`src/design/instr_dec_pkg.sv`:
```
package instr_dec_pkg;

	// Top level defaults
	localparam int data_width_d     = 32;
	localparam int opcode_width_d   = 7;
	localparam int operand_width_d  = 9;
	localparam int mem_addr_width_d = 8;

	localparam int alu_op_width = 6;

	// Integer instruction set, float and conversion opcodes left out
	typedef enum logic [opcode_width_d-1:0] {
		op_lod     = 7'd0,                      // Load accumulator from memory
		op_p_lod   = 7'd1,                      // Push, then load
		op_ldi     = 7'd2,                      // Indirect load, offset in accumulator
		op_ili     = 7'd3,                      // Indirect load, bit-reversed
		op_set     = 7'd4,                      // Store accumulator
		op_set_p   = 7'd5,                      // Store and pop
		op_sti     = 7'd6,                      // Indirect store, index on stack
		op_isi     = 7'd7,                      // Indirect store, bit-reversed
		op_psh     = 7'd8,
		op_pop     = 7'd9,
		op_inn     = 7'd10,                     // Read I/O input
		op_out     = 7'd11,                     // Write I/O output
		op_jmp     = 7'd12,                     // Flow control handled by prefetch
		op_jiz     = 7'd13,
		op_cal     = 7'd14,
		op_ret     = 7'd15,
		op_add     = 7'd16, op_s_add   = 7'd17,
		op_mlt     = 7'd20, op_s_mlt   = 7'd21,
		op_div     = 7'd24, op_s_div   = 7'd25,
		op_mod     = 7'd28, op_s_mod   = 7'd29,
		op_sgn     = 7'd30, op_s_sgn   = 7'd31,
		op_neg     = 7'd34,
		op_neg_m   = 7'd35, op_p_neg_m = 7'd36,
		op_abs     = 7'd40,
		op_abs_m   = 7'd41, op_p_abs_m = 7'd42,
		op_pst     = 7'd46,                     // Clamp negative to zero
		op_pst_m   = 7'd47, op_p_pst_m = 7'd48,
		op_nrm     = 7'd52,                     // Divide by constant
		op_nrm_m   = 7'd53, op_p_nrm_m = 7'd54,
		op_and     = 7'd61, op_s_and   = 7'd62,
		op_orr     = 7'd63, op_s_orr   = 7'd64,
		op_xor     = 7'd65, op_s_xor   = 7'd66,
		op_inv     = 7'd67,
		op_inv_m   = 7'd68, op_p_inv_m = 7'd69,
		op_lan     = 7'd70, op_s_lan   = 7'd71, // Logical and
		op_lor     = 7'd72, op_s_lor   = 7'd73, // Logical or
		op_lin     = 7'd74,                     // Logical invert
		op_lin_m   = 7'd75, op_p_lin_m = 7'd76,
		op_les     = 7'd77, op_s_les   = 7'd78,
		op_f_les   = 7'd79, op_sf_les  = 7'd80,
		op_gre     = 7'd81, op_s_gre   = 7'd82,
		op_f_gre   = 7'd83, op_sf_gre  = 7'd84,
		op_equ     = 7'd85, op_s_equ   = 7'd86,
		op_shl     = 7'd87, op_s_shl   = 7'd88,
		op_shr     = 7'd89, op_s_shr   = 7'd90,
		op_srs     = 7'd91, op_s_srs   = 7'd92  // Arithmetic shift right
	} opcode_e;

	// ALU codes keep their original numbering
	typedef enum logic [alu_op_width-1:0] {
		alu_pass_zero = 6'd0,
		alu_pass_data = 6'd1,
		alu_add       = 6'd2,
		alu_mlt       = 6'd4,
		alu_div       = 6'd6,
		alu_mod       = 6'd8,
		alu_sgn       = 6'd9,
		alu_neg       = 6'd11,
		alu_neg_m     = 6'd12,
		alu_abs       = 6'd15,
		alu_abs_m     = 6'd16,
		alu_pst       = 6'd19,
		alu_pst_m     = 6'd20,
		alu_nrm       = 6'd23,
		alu_nrm_m     = 6'd24,
		alu_and       = 6'd29,
		alu_orr       = 6'd30,
		alu_xor       = 6'd31,
		alu_inv       = 6'd32,
		alu_inv_m     = 6'd33,
		alu_lan       = 6'd34,
		alu_lor       = 6'd35,
		alu_lin       = 6'd36,
		alu_lin_m     = 6'd37,
		alu_les       = 6'd38,
		alu_f_les     = 6'd39,
		alu_gre       = 6'd40,
		alu_f_gre     = 6'd41,
		alu_equ       = 6'd42,
		alu_shl       = 6'd43,
		alu_shr       = 6'd44,
		alu_srs       = 6'd45
	} alu_op_e;

	// Issue stage state after reset
	localparam alu_op_e ula_op_rst = alu_pass_zero;
	localparam logic    ctrl_rst   = 1'b0;

endpackage

```
`src/design/access_ctrl_if.sv`:
```
interface access_ctrl_if;
	logic mem_wr;   // Data memory write
	logic dsp_push; // Data stack push
	logic dsp_pop;  // Data stack pop
	logic ldi;      // Indirect load
	logic fft_ld;   // Bit-reversed load address

	modport src (
		output mem_wr,
		output dsp_push,
		output dsp_pop,
		output ldi,
		output fft_ld
	);

	// Issue side only needs the load half of the bit-reverse flag
	modport snk (
		input fft_ld
	);
endinterface

```
`src/design/access_decoder.sv`:
```
module access_decoder #(
	parameter int opcode_width = instr_dec_pkg::opcode_width_d
) (
	input instr_dec_pkg::opcode_e opcode,
	access_ctrl_if.src            acc
);
	import instr_dec_pkg::*;

	if (opcode_width != $bits(opcode_e)) begin : g_width_chk
		$error("opcode_width does not match the opcode encoding");
	end

	// Same-cycle memory and stack strobes
	always_comb begin
		acc.mem_wr   = 1'b0;
		acc.dsp_push = 1'b0;
		acc.dsp_pop  = 1'b0;
		acc.ldi      = 1'b0;
		acc.fft_ld   = 1'b0;
		case (opcode)
			// Accumulator goes to the stack before the memory operand is used
			op_p_lod,
			op_psh,
			op_p_neg_m,
			op_p_abs_m,
			op_p_pst_m,
			op_p_nrm_m,
			op_p_inv_m,
			op_p_lin_m: begin
				acc.mem_wr   = 1'b1;
				acc.dsp_push = 1'b1;
			end
			op_set: begin
				acc.mem_wr = 1'b1;
			end
			op_set_p: begin
				acc.mem_wr  = 1'b1;
				acc.dsp_pop = 1'b1;
			end
			op_sti,
			op_isi,
			op_pop,
			op_out: begin
				acc.dsp_pop = 1'b1;                    // Index or value taken off the stack
			end
			// Stack-operand ALU forms
			op_s_add,
			op_s_mlt,
			op_s_div,
			op_s_mod,
			op_s_sgn,
			op_s_and,
			op_s_orr,
			op_s_xor,
			op_s_lan,
			op_s_lor,
			op_s_les,
			op_sf_les,
			op_s_gre,
			op_sf_gre,
			op_s_equ,
			op_s_shl,
			op_s_shr,
			op_s_srs: begin
				acc.dsp_pop = 1'b1;
			end
			op_ldi: begin
				acc.ldi = 1'b1;
			end
			op_ili: begin
				acc.ldi    = 1'b1;
				acc.fft_ld = 1'b1;                     // Reverse offset bits
			end
			default: begin
				acc.mem_wr = 1'b0;                     // Flow control, plain forms, unused codes
			end
		endcase

		// No opcode moves the stack both ways
		assert (!(acc.dsp_push && acc.dsp_pop))
			else $error("push and pop decoded together for opcode %0d", opcode);
	end

endmodule

```
`src/design/instr_dec_top.sv`:
```
module instr_dec_top #(
	parameter int data_width     = instr_dec_pkg::data_width_d,
	parameter int opcode_width   = instr_dec_pkg::opcode_width_d,
	parameter int operand_width  = instr_dec_pkg::operand_width_d,
	parameter int mem_addr_width = instr_dec_pkg::mem_addr_width_d
) (
	input  logic                                   clk,
	input  logic                                   rst,
	input  logic [opcode_width-1:0]                opcode,
	input  logic [operand_width-1:0]               operand,
	input  logic [data_width-1:0]                  mem_data_in,
	input  logic [data_width-1:0]                  io_in,
	output logic                                   dsp_push,
	output logic                                   dsp_pop,
	output logic                                   mem_wr,
	output logic                                   ldi,
	output logic                                   sti,
	output logic                                   fft,
	output logic                                   req_in,
	output logic                                   out_en,
	output logic [instr_dec_pkg::alu_op_width-1:0] ula_op,
	output logic [data_width-1:0]                  ula_data,
	output logic [mem_addr_width-1:0]              mem_addr
);
	import instr_dec_pkg::*;

	opcode_e opcode_dec;   // Raw opcode bits seen as the instruction enum

	access_ctrl_if acc ();

	assign opcode_dec = opcode_e'(opcode);

	access_decoder #(
		.opcode_width (opcode_width)
	) u_access_decoder (
		.opcode (opcode_dec),
		.acc    (acc.src)
	);

	issue_decoder #(
		.data_width   (data_width),
		.opcode_width (opcode_width)
	) u_issue_decoder (
		.clk         (clk),
		.rst         (rst),
		.opcode      (opcode_dec),
		.mem_data_in (mem_data_in),
		.io_in       (io_in),
		.acc         (acc.snk),
		.ula_op      (ula_op),
		.sti         (sti),
		.req_in      (req_in),
		.out_en      (out_en),
		.fft         (fft),
		.ula_data    (ula_data)
	);

	assign mem_wr   = acc.mem_wr;
	assign dsp_push = acc.dsp_push;
	assign dsp_pop  = acc.dsp_pop;
	assign ldi      = acc.ldi;

	// Direct addressing from the operand field
	assign mem_addr = operand[mem_addr_width-1:0];

endmodule

```
`src/design/issue_decoder.sv`:
```
module issue_decoder #(
	parameter int data_width   = instr_dec_pkg::data_width_d,
	parameter int opcode_width = instr_dec_pkg::opcode_width_d
) (
	input  logic                    clk,
	input  logic                    rst,
	input  instr_dec_pkg::opcode_e  opcode,
	input  logic [data_width-1:0]   mem_data_in,
	input  logic [data_width-1:0]   io_in,
	access_ctrl_if.snk              acc,
	output instr_dec_pkg::alu_op_e  ula_op,
	output logic                    sti,
	output logic                    req_in,
	output logic                    out_en,
	output logic                    fft,
	output logic [data_width-1:0]   ula_data
);
	import instr_dec_pkg::*;

	alu_op_e alu_nxt;
	logic    sti_nxt;
	logic    fft_st_nxt;
	logic    req_in_nxt;
	logic    out_en_nxt;
	logic    fft_st;     // Bit-reversed store, one cycle behind decode

	if (opcode_width != $bits(opcode_e)) begin : g_width_chk
		$error("opcode_width does not match the opcode encoding");
	end

	always_comb begin
		alu_nxt    = alu_pass_zero;
		sti_nxt    = 1'b0;
		fft_st_nxt = 1'b0;
		req_in_nxt = 1'b0;
		out_en_nxt = 1'b0;
		case (opcode)
			op_lod, op_p_lod, op_ldi, op_ili,
			op_set_p, op_pop: alu_nxt = alu_pass_data; // Memory word to accumulator
			op_inn: begin
				alu_nxt    = alu_pass_data;
				req_in_nxt = 1'b1;
			end
			op_sti: sti_nxt = 1'b1;
			op_isi: begin
				sti_nxt    = 1'b1;
				fft_st_nxt = 1'b1;
			end
			op_out: out_en_nxt = 1'b1;
			op_add, op_s_add: alu_nxt = alu_add;
			op_mlt, op_s_mlt: alu_nxt = alu_mlt;
			op_div, op_s_div: alu_nxt = alu_div;
			op_mod, op_s_mod: alu_nxt = alu_mod;
			op_sgn, op_s_sgn: alu_nxt = alu_sgn;
			op_neg: alu_nxt = alu_neg;
			op_neg_m, op_p_neg_m: alu_nxt = alu_neg_m;
			op_abs: alu_nxt = alu_abs;
			op_abs_m, op_p_abs_m: alu_nxt = alu_abs_m;
			op_pst: alu_nxt = alu_pst;
			op_pst_m, op_p_pst_m: alu_nxt = alu_pst_m;
			op_nrm: alu_nxt = alu_nrm;
			op_nrm_m, op_p_nrm_m: alu_nxt = alu_nrm_m;
			op_and, op_s_and: alu_nxt = alu_and;
			op_orr, op_s_orr: alu_nxt = alu_orr;
			op_xor, op_s_xor: alu_nxt = alu_xor;
			op_inv: alu_nxt = alu_inv;
			op_inv_m, op_p_inv_m: alu_nxt = alu_inv_m;
			op_lan, op_s_lan: alu_nxt = alu_lan;
			op_lor, op_s_lor: alu_nxt = alu_lor;
			op_lin: alu_nxt = alu_lin;
			op_lin_m, op_p_lin_m: alu_nxt = alu_lin_m;
			op_les, op_s_les: alu_nxt = alu_les;
			op_f_les, op_sf_les: alu_nxt = alu_f_les;
			op_gre, op_s_gre: alu_nxt = alu_gre;
			op_f_gre, op_sf_gre: alu_nxt = alu_f_gre;
			op_equ, op_s_equ: alu_nxt = alu_equ;
			op_shl, op_s_shl: alu_nxt = alu_shl;
			op_shr, op_s_shr: alu_nxt = alu_shr;
			op_srs, op_s_srs: alu_nxt = alu_srs;
			default: alu_nxt = alu_pass_zero;            // SET, PSH, flow control and no-ops
		endcase
	end

	always_ff @(posedge clk or posedge rst) begin
		if (rst) begin
			ula_op <= ula_op_rst;
			sti    <= ctrl_rst;
			fft_st <= ctrl_rst;
			req_in <= ctrl_rst;
			out_en <= ctrl_rst;
		end else begin
			ula_op <= alu_nxt;
			sti    <= sti_nxt;
			fft_st <= fft_st_nxt;
			req_in <= req_in_nxt;
			out_en <= out_en_nxt;
		end
	end

	assign fft = acc.fft_ld | fft_st;               // Load side is same cycle, store side registered

	// I/O word replaces the memory word while an INN is being issued
	assign ula_data = req_in ? io_in : mem_data_in;

	// Input and output never issue in the same cycle
	a_io_excl : assert property (@(posedge clk) disable iff (rst) !(req_in && out_en));

	// Bit-reversed store only ever rides on an indirect store
	a_fft_st_sti : assert property (@(posedge clk) disable iff (rst) fft_st |-> sti);

endmodule

```
`config.mk`:
```
export PLATFORM = sky130hd
export DESIGN_NAME = instr_dec_top
export DESIGN_NICKNAME = d
export VERILOG_FILES = /design/src/design/instr_dec_pkg.sv /design/src/design/access_ctrl_if.sv /design/src/design/access_decoder.sv /design/src/design/instr_dec_top.sv /design/src/design/issue_decoder.sv
export SDC_FILE = /design/constraint.sdc
export NUM_CORES = 1
export LEC_CHECK = 0
export BUFFER_PORTS_ARGS = -buffer_cell sky130_fd_sc_hd__buf_2
export CAP_MARGIN = 20
export CORE_MARGIN = 4
export CORE_UTILIZATION = 40
export DETAILED_ROUTE_END_ITERATION = 8
export PLACE_DENSITY = 0.82
export SLEW_MARGIN = 30
export SYNTH_ARGS = -nofsm -noshare
export SYNTH_HDL_FRONTEND = slang
export SYNTH_SLANG_ARGS = --single-unit
```
`constraint.sdc`:
```
create_clock -name clk -period 1.6 [get_ports clk]
set_clock_uncertainty 0.1 [all_clocks]
set_input_delay 0.08 -clock clk [delete_from_list [all_inputs] [get_ports clk]]
set_output_delay 0.08 -clock clk [all_outputs]
set_load 0.03 [all_outputs]
```
Yosys cells after proc, flatten, opt, wreduce, memory -nomap -nowiden. Index checks and enable logic that the tools add are counted.

Equal/unequal tests: 65. Multiplexer cells: 11. Bitwise gates (word level): 1. Reduce and logical (&&, ||, !) cells: 31.

Operator list (count): $eq A7 B7 Y1 const B (29); $pmux W6 S31 (1); $eq A7 B6 Y1 const B (15); $eq A7 B5 Y1 const B (10); $reduce_or A2 Y1 (26); $mux W32 (1); $eq A7 B3 Y1 const B (4); $eq A7 B4 Y1 const B (4); $reduce_or A23 Y1 (1); $eq A7 B2 Y1 const B (2); $reduce_or A10 Y1 (1); $mux W1 (9); $reduce_or A8 Y1 (1); $eq A7 B1 Y1 const B (1); $logic_not A7 Y1 (1); $reduce_or A7 Y1 (1); $or A1 B1 Y1 (1).

Register bits: 10. Bits of input ports: 82. Output and inout port bits: 54.

Logic depth before layout (Yosys ltp).
Depth in word-level cells: 3. Depth in mapped cells: 8. Depth with buffers taken out: 5.

By module. Synthesis repeated with hierarchy kept, for this count alone.

Cells, all modules: 212. Area, all modules: 1724.2 µm².

By module, submodules not included: issue_decoder (instances 1, cells each 150, area each 1280.0 µm²); access_decoder (instances 1, cells each 54, area each 384.1 µm²); instr_dec_top (instances 1, cells each 8, area each 60.1 µm²).

Worst setup path after synthesis. OpenSTA, ideal clock, no wires.

Path kind: input port to output port. Start: in opcode[1]. End: out dsp_pop. Arrival time: 1.704 ns. Data required time: 1.420 ns. Setup slack: -0.284 ns. Stages on the path: 7. Buffers on the path: 2. Cells stage by stage: clkbuf_2 -> buf_6 -> inv_1 -> maj3_1 -> o22ai_1 -> a21oi_1 -> o31ai_1.

Cells in the longest elaborated chain, start to end: 3.

Ends and longest elaborated chain: start: declaration (RTL line instr_dec_top.sv:9) `input logic [opcode_width-1:0] opcode,`; $eq A7 B3 Y1, or another cell as far along (RTL line access_decoder.sv:20) `case (opcode)`; $reduce_or A23 Y1 (no source line) (*); $mux W1 (*) (RTL line access_decoder.sv:20); end: declaration (RTL line instr_dec_top.sv:14) `output logic dsp_pop,`.

Every way passes the cells marked *; elsewhere a longest branch is shown, timed or not.

Final worst setup path.
Start: reg u_issue_decoder.req_in. End: out ula_data[14].

Cells in the longest elaborated chain, start to end: 1.

Ends and longest elaborated chain: start: declaration (RTL line issue_decoder.sv:13) `output logic req_in,`; start signal: assignment (RTL line issue_decoder.sv:89) `req_in <= ctrl_rst;`; start signal: assignment (RTL line issue_decoder.sv:95) `req_in <= req_in_nxt;`; $mux W32 (RTL line issue_decoder.sv:103) `assign ula_data = req_in ? io_in : mem_data_in;`; end: declaration (RTL line instr_dec_top.sv:22) `output logic [data_width-1:0] ula_data,`.

No other way between the ends.

==> summary.md <==
| Metric | Value |
|---|---|
| Gr usage total | 0.258 |
| First-pass GRT wire length | 10.7 mm |
| Post-Syn Area | 1710 um^2 |
| Crit-path cells | buf_12 > mux2_2 > buf_2 |
| Startpoint Class | register |
| Vias post-DR | 2,299 |
| DRT iter0 DRCs | 143 |
| Setup WS post-layout | 0.0160 ns |
| Core Region | 4060 um^2 |
| Crit end category | output pin |
| PwrDens | 491 nW/um^2 |
| Post-Syn Instances | 221 |
| Sw Share | 0.402 |
| CTS tree | yes |
| Root buffer cell | clkbuf_8 |
| Max VDD drop | 0.000297 V |
| Worst-path fanout max | 17 |
| Avg Cell Area, Syn | 7.74 um^2 |
| Crit-path max cell delay | 0.42 ns |
| Normalized max-slew margin | 0.643 |
| Clock power share | 0.263 |
| H-Tree Depth | 1 |
| Dpl ws | -0.0663 ns |
| Met3 GRT Util | 0.0492 |
| Placer Congestion | 0.991 |
| # IOs | 136 |
| Total of max-cap violations | 0 |
| DRC | 0 |
| Worst slew pin tran | 0.532 ns |
| Vias per cell | 5.62 |
| Layout Nets | 442 |
| Placed wire-length estimate | 6.18 mm |
| Most common cell after layout, fill and taps aside | buf_2 |
| DR WL/cell | 18.7 um |
| Routing usage on met1 | 0.315 |
| Worst path required time | 1.42 ns |
| Leakage | 1.34 nW |
| Seq pwr share | 0.207 |
| EDFF count, synth | 0 |
| Post-synth cell types | 55 |
| Fmax | 631 MHz |
| FFs w/ async S/R, synth | 1.00 |
| Util after Layout | 0.657 |
| CTS max path bufs | 2 |
| Most frequent cells in the layout | buf_2 (112), buf_4 (47), mux2_2 (32) |
| DIE AREA | 5390 um^2 |
| Critical path data arrival time | 1.40 ns |
| Hold Vio Cnt, Final | 0 |
| CP Class | reg2out |
| Fin. max-slew vios | 0 |
| Detailed Route WL | 7.65 mm |
| DRT Pass-1 Iters | 6 |
| Int Pwr | 0.000783 W |
| # rows | 23 |
| Final cycle utilization of the critical path | 0.990 |
| Yosys reg bits | 10 |
| Buffers and inverters on the worst path | 2 |
| Fin area | 2670 um^2 |
| Placed Area | 2540 um^2 |
| Met2 Use GR | 0.428 |
| P_sw | 0.000527 W |
| Inserted Clock Buffers | 3 |
| WHS | 0.0603 ns |
| Register area share after synthesis | 0.146 |
| Fraction of layout cells with a size suffix above 1 | 0.599 |
| Initial antenna violation count | 0 |
| CTS sink cnt | 10 |
| Antenna Nets Post-Route | 0 |
| Antenna diodes | 0 |
| GR Overflow Total | 0 |
| Worst-path clk slew | 0.06 ns |
| P&R area growth vs syn | 55.8% |
| Setup Total Neg Slack | 0 ns |
| GR peak layer | met2 |
| Post CTS Setup Buffer Count | 0 |
| Die H | 73.4 um |
| Number of global-route vias before repair | 2,160 |
| IO buf count | 118 |
| Worst min path class | in2out |
| Ys flop type | dfrtp_1 |
| CP max-delay cell | dfrtp_2 |
| Outcome | finished, final reports clean |
| Fillers | 356 |
| Pin count of the biggest net entering global routing | 34 |
| Synth Net Count | 303 |
| Die width | 73.4 um |
| Delay-heaviest family, CP | flip-flops |
| Starting density of the core | 0.422 |
| Endpoints failing setup | 0 |
| Final worst path period need | 1.58 ns |
| Yosys synthesis warning count | 0 |
| Combinational Power Share | 0.530 |
cell type report:
class | count | area (um^2) | area share
Tap cell | 50 | 62.6 | 0.0235
Inverter | 5 | 18.8 | 0.00704
Multi-Input combinational cell | 174 | 1270 | 0.476
Timing Repair Buffer | 166 | 1010 | 0.379
Clock buffer | 4 | 55.1 | 0.0206
Sequential cell | 10 | 251 | 0.0943
power groups by stage:
stage / logic (W) / registers [W] / clock network (W)
3_3_place_gp: 0.000676 / 0.000275 / 0
5_1_grt: 0.000737 / 0.000272 / 0.000349
3_5_place_dp: 0.000673 / 0.000275 / 0
4_1_cts: 0.000679 / 0.000271 / 0.000337
6_report: 0.000694 / 0.000271 / 0.000345
2_1_floorplan: 0.000406 / 0.000304 / 0
through the flow:
stage,total power (W),instances
after global routing,0.00136,409
after floorplan,0.000711,221
final,0.00131,409
after detailed placement,0.000948,403
after CTS,0.00129,408
after global placement,0.000951,403
sequential cells by signal, indices dropped and copies added, names as in the netlist:
signal,cells
u_issue_decoder.fft_st,1
u_issue_decoder.out_en,1
u_issue_decoder.req_in,1
u_issue_decoder.sti,1
u_issue_decoder.ula_op,6
path summary, 6_finish.rpt:
kind	from	endpoint	slack, ns	depth (start not counted)
max in group asynchronous	rst	u_issue_decoder.req_in	0.78	3
worst min-delay path	operand[5]	mem_addr[5]	0.06	0
worst max-delay path	u_issue_decoder.req_in	ula_data[14]	0.02	3
min in group asynchronous	rst	u_issue_decoder.fft_st	0.29	3
cells in the mapped netlist, types with 2 or more instances:
cell / number / share of area
a2bb2oi_1: 3 / 0.015
clkbuf_1: 3 / 0.0066
nor2_1: 18 / 0.039
or3_1: 2 / 0.0073
o22ai_1: 4 / 0.015
nand2_1: 17 / 0.037
buf_4: 13 / 0.057
a32oi_1: 2 / 0.010
inv_1: 5 / 0.011
and4_1: 2 / 0.010
nor3_1: 4 / 0.012
and2_1: 2 / 0.0073
xnor2_1: 3 / 0.015
nand2b_1: 7 / 0.026
nand4_1: 2 / 0.0073
o31ai_1: 3 / 0.013
a21oi_1: 11 / 0.032
a31oi_1: 2 / 0.0073
a211oi_1: 2 / 0.0088
buf_2: 9 / 0.026
a21o_1: 2 / 0.0088
a31o_2: 2 / 0.010
a22oi_1: 3 / 0.013
buf_1: 3 / 0.0066
nor2b_1: 10 / 0.037
mux2_2: 32 / 0.21
nor4_1: 2 / 0.0073
buf_6: 3 / 0.020
o41ai_1: 2 / 0.010
nand3_1: 8 / 0.023
dfrtp_1: 10 / 0.15
o21ai_0: 7 / 0.020
timing repair:
item	in CTS	in global routing
endpoints found under the hold margin	10	0
hold buffers	1	0
endpoints found under the setup margin	3	4
cloned	0	1
pin swaps	0	0
resized for setup	3	13
layer usage:
metal  vias up  wire length (um)
met4         0               376
met1      1042              2830
met3        30               855
met5         -                 0
li1       1081                 -
met2       146              3580
kinds of logic after synthesis:
logic type	after synthesis	synth area share
mux	33	0.216
fa+ha+maj	1	0.00585
simple gates	81	0.245
buf+inv	37	0.130
flops	10	0.146
compound gates	55	0.232
xor+xnor	4	0.0249
No activity file was read; power rests on OpenSTA's default activity.
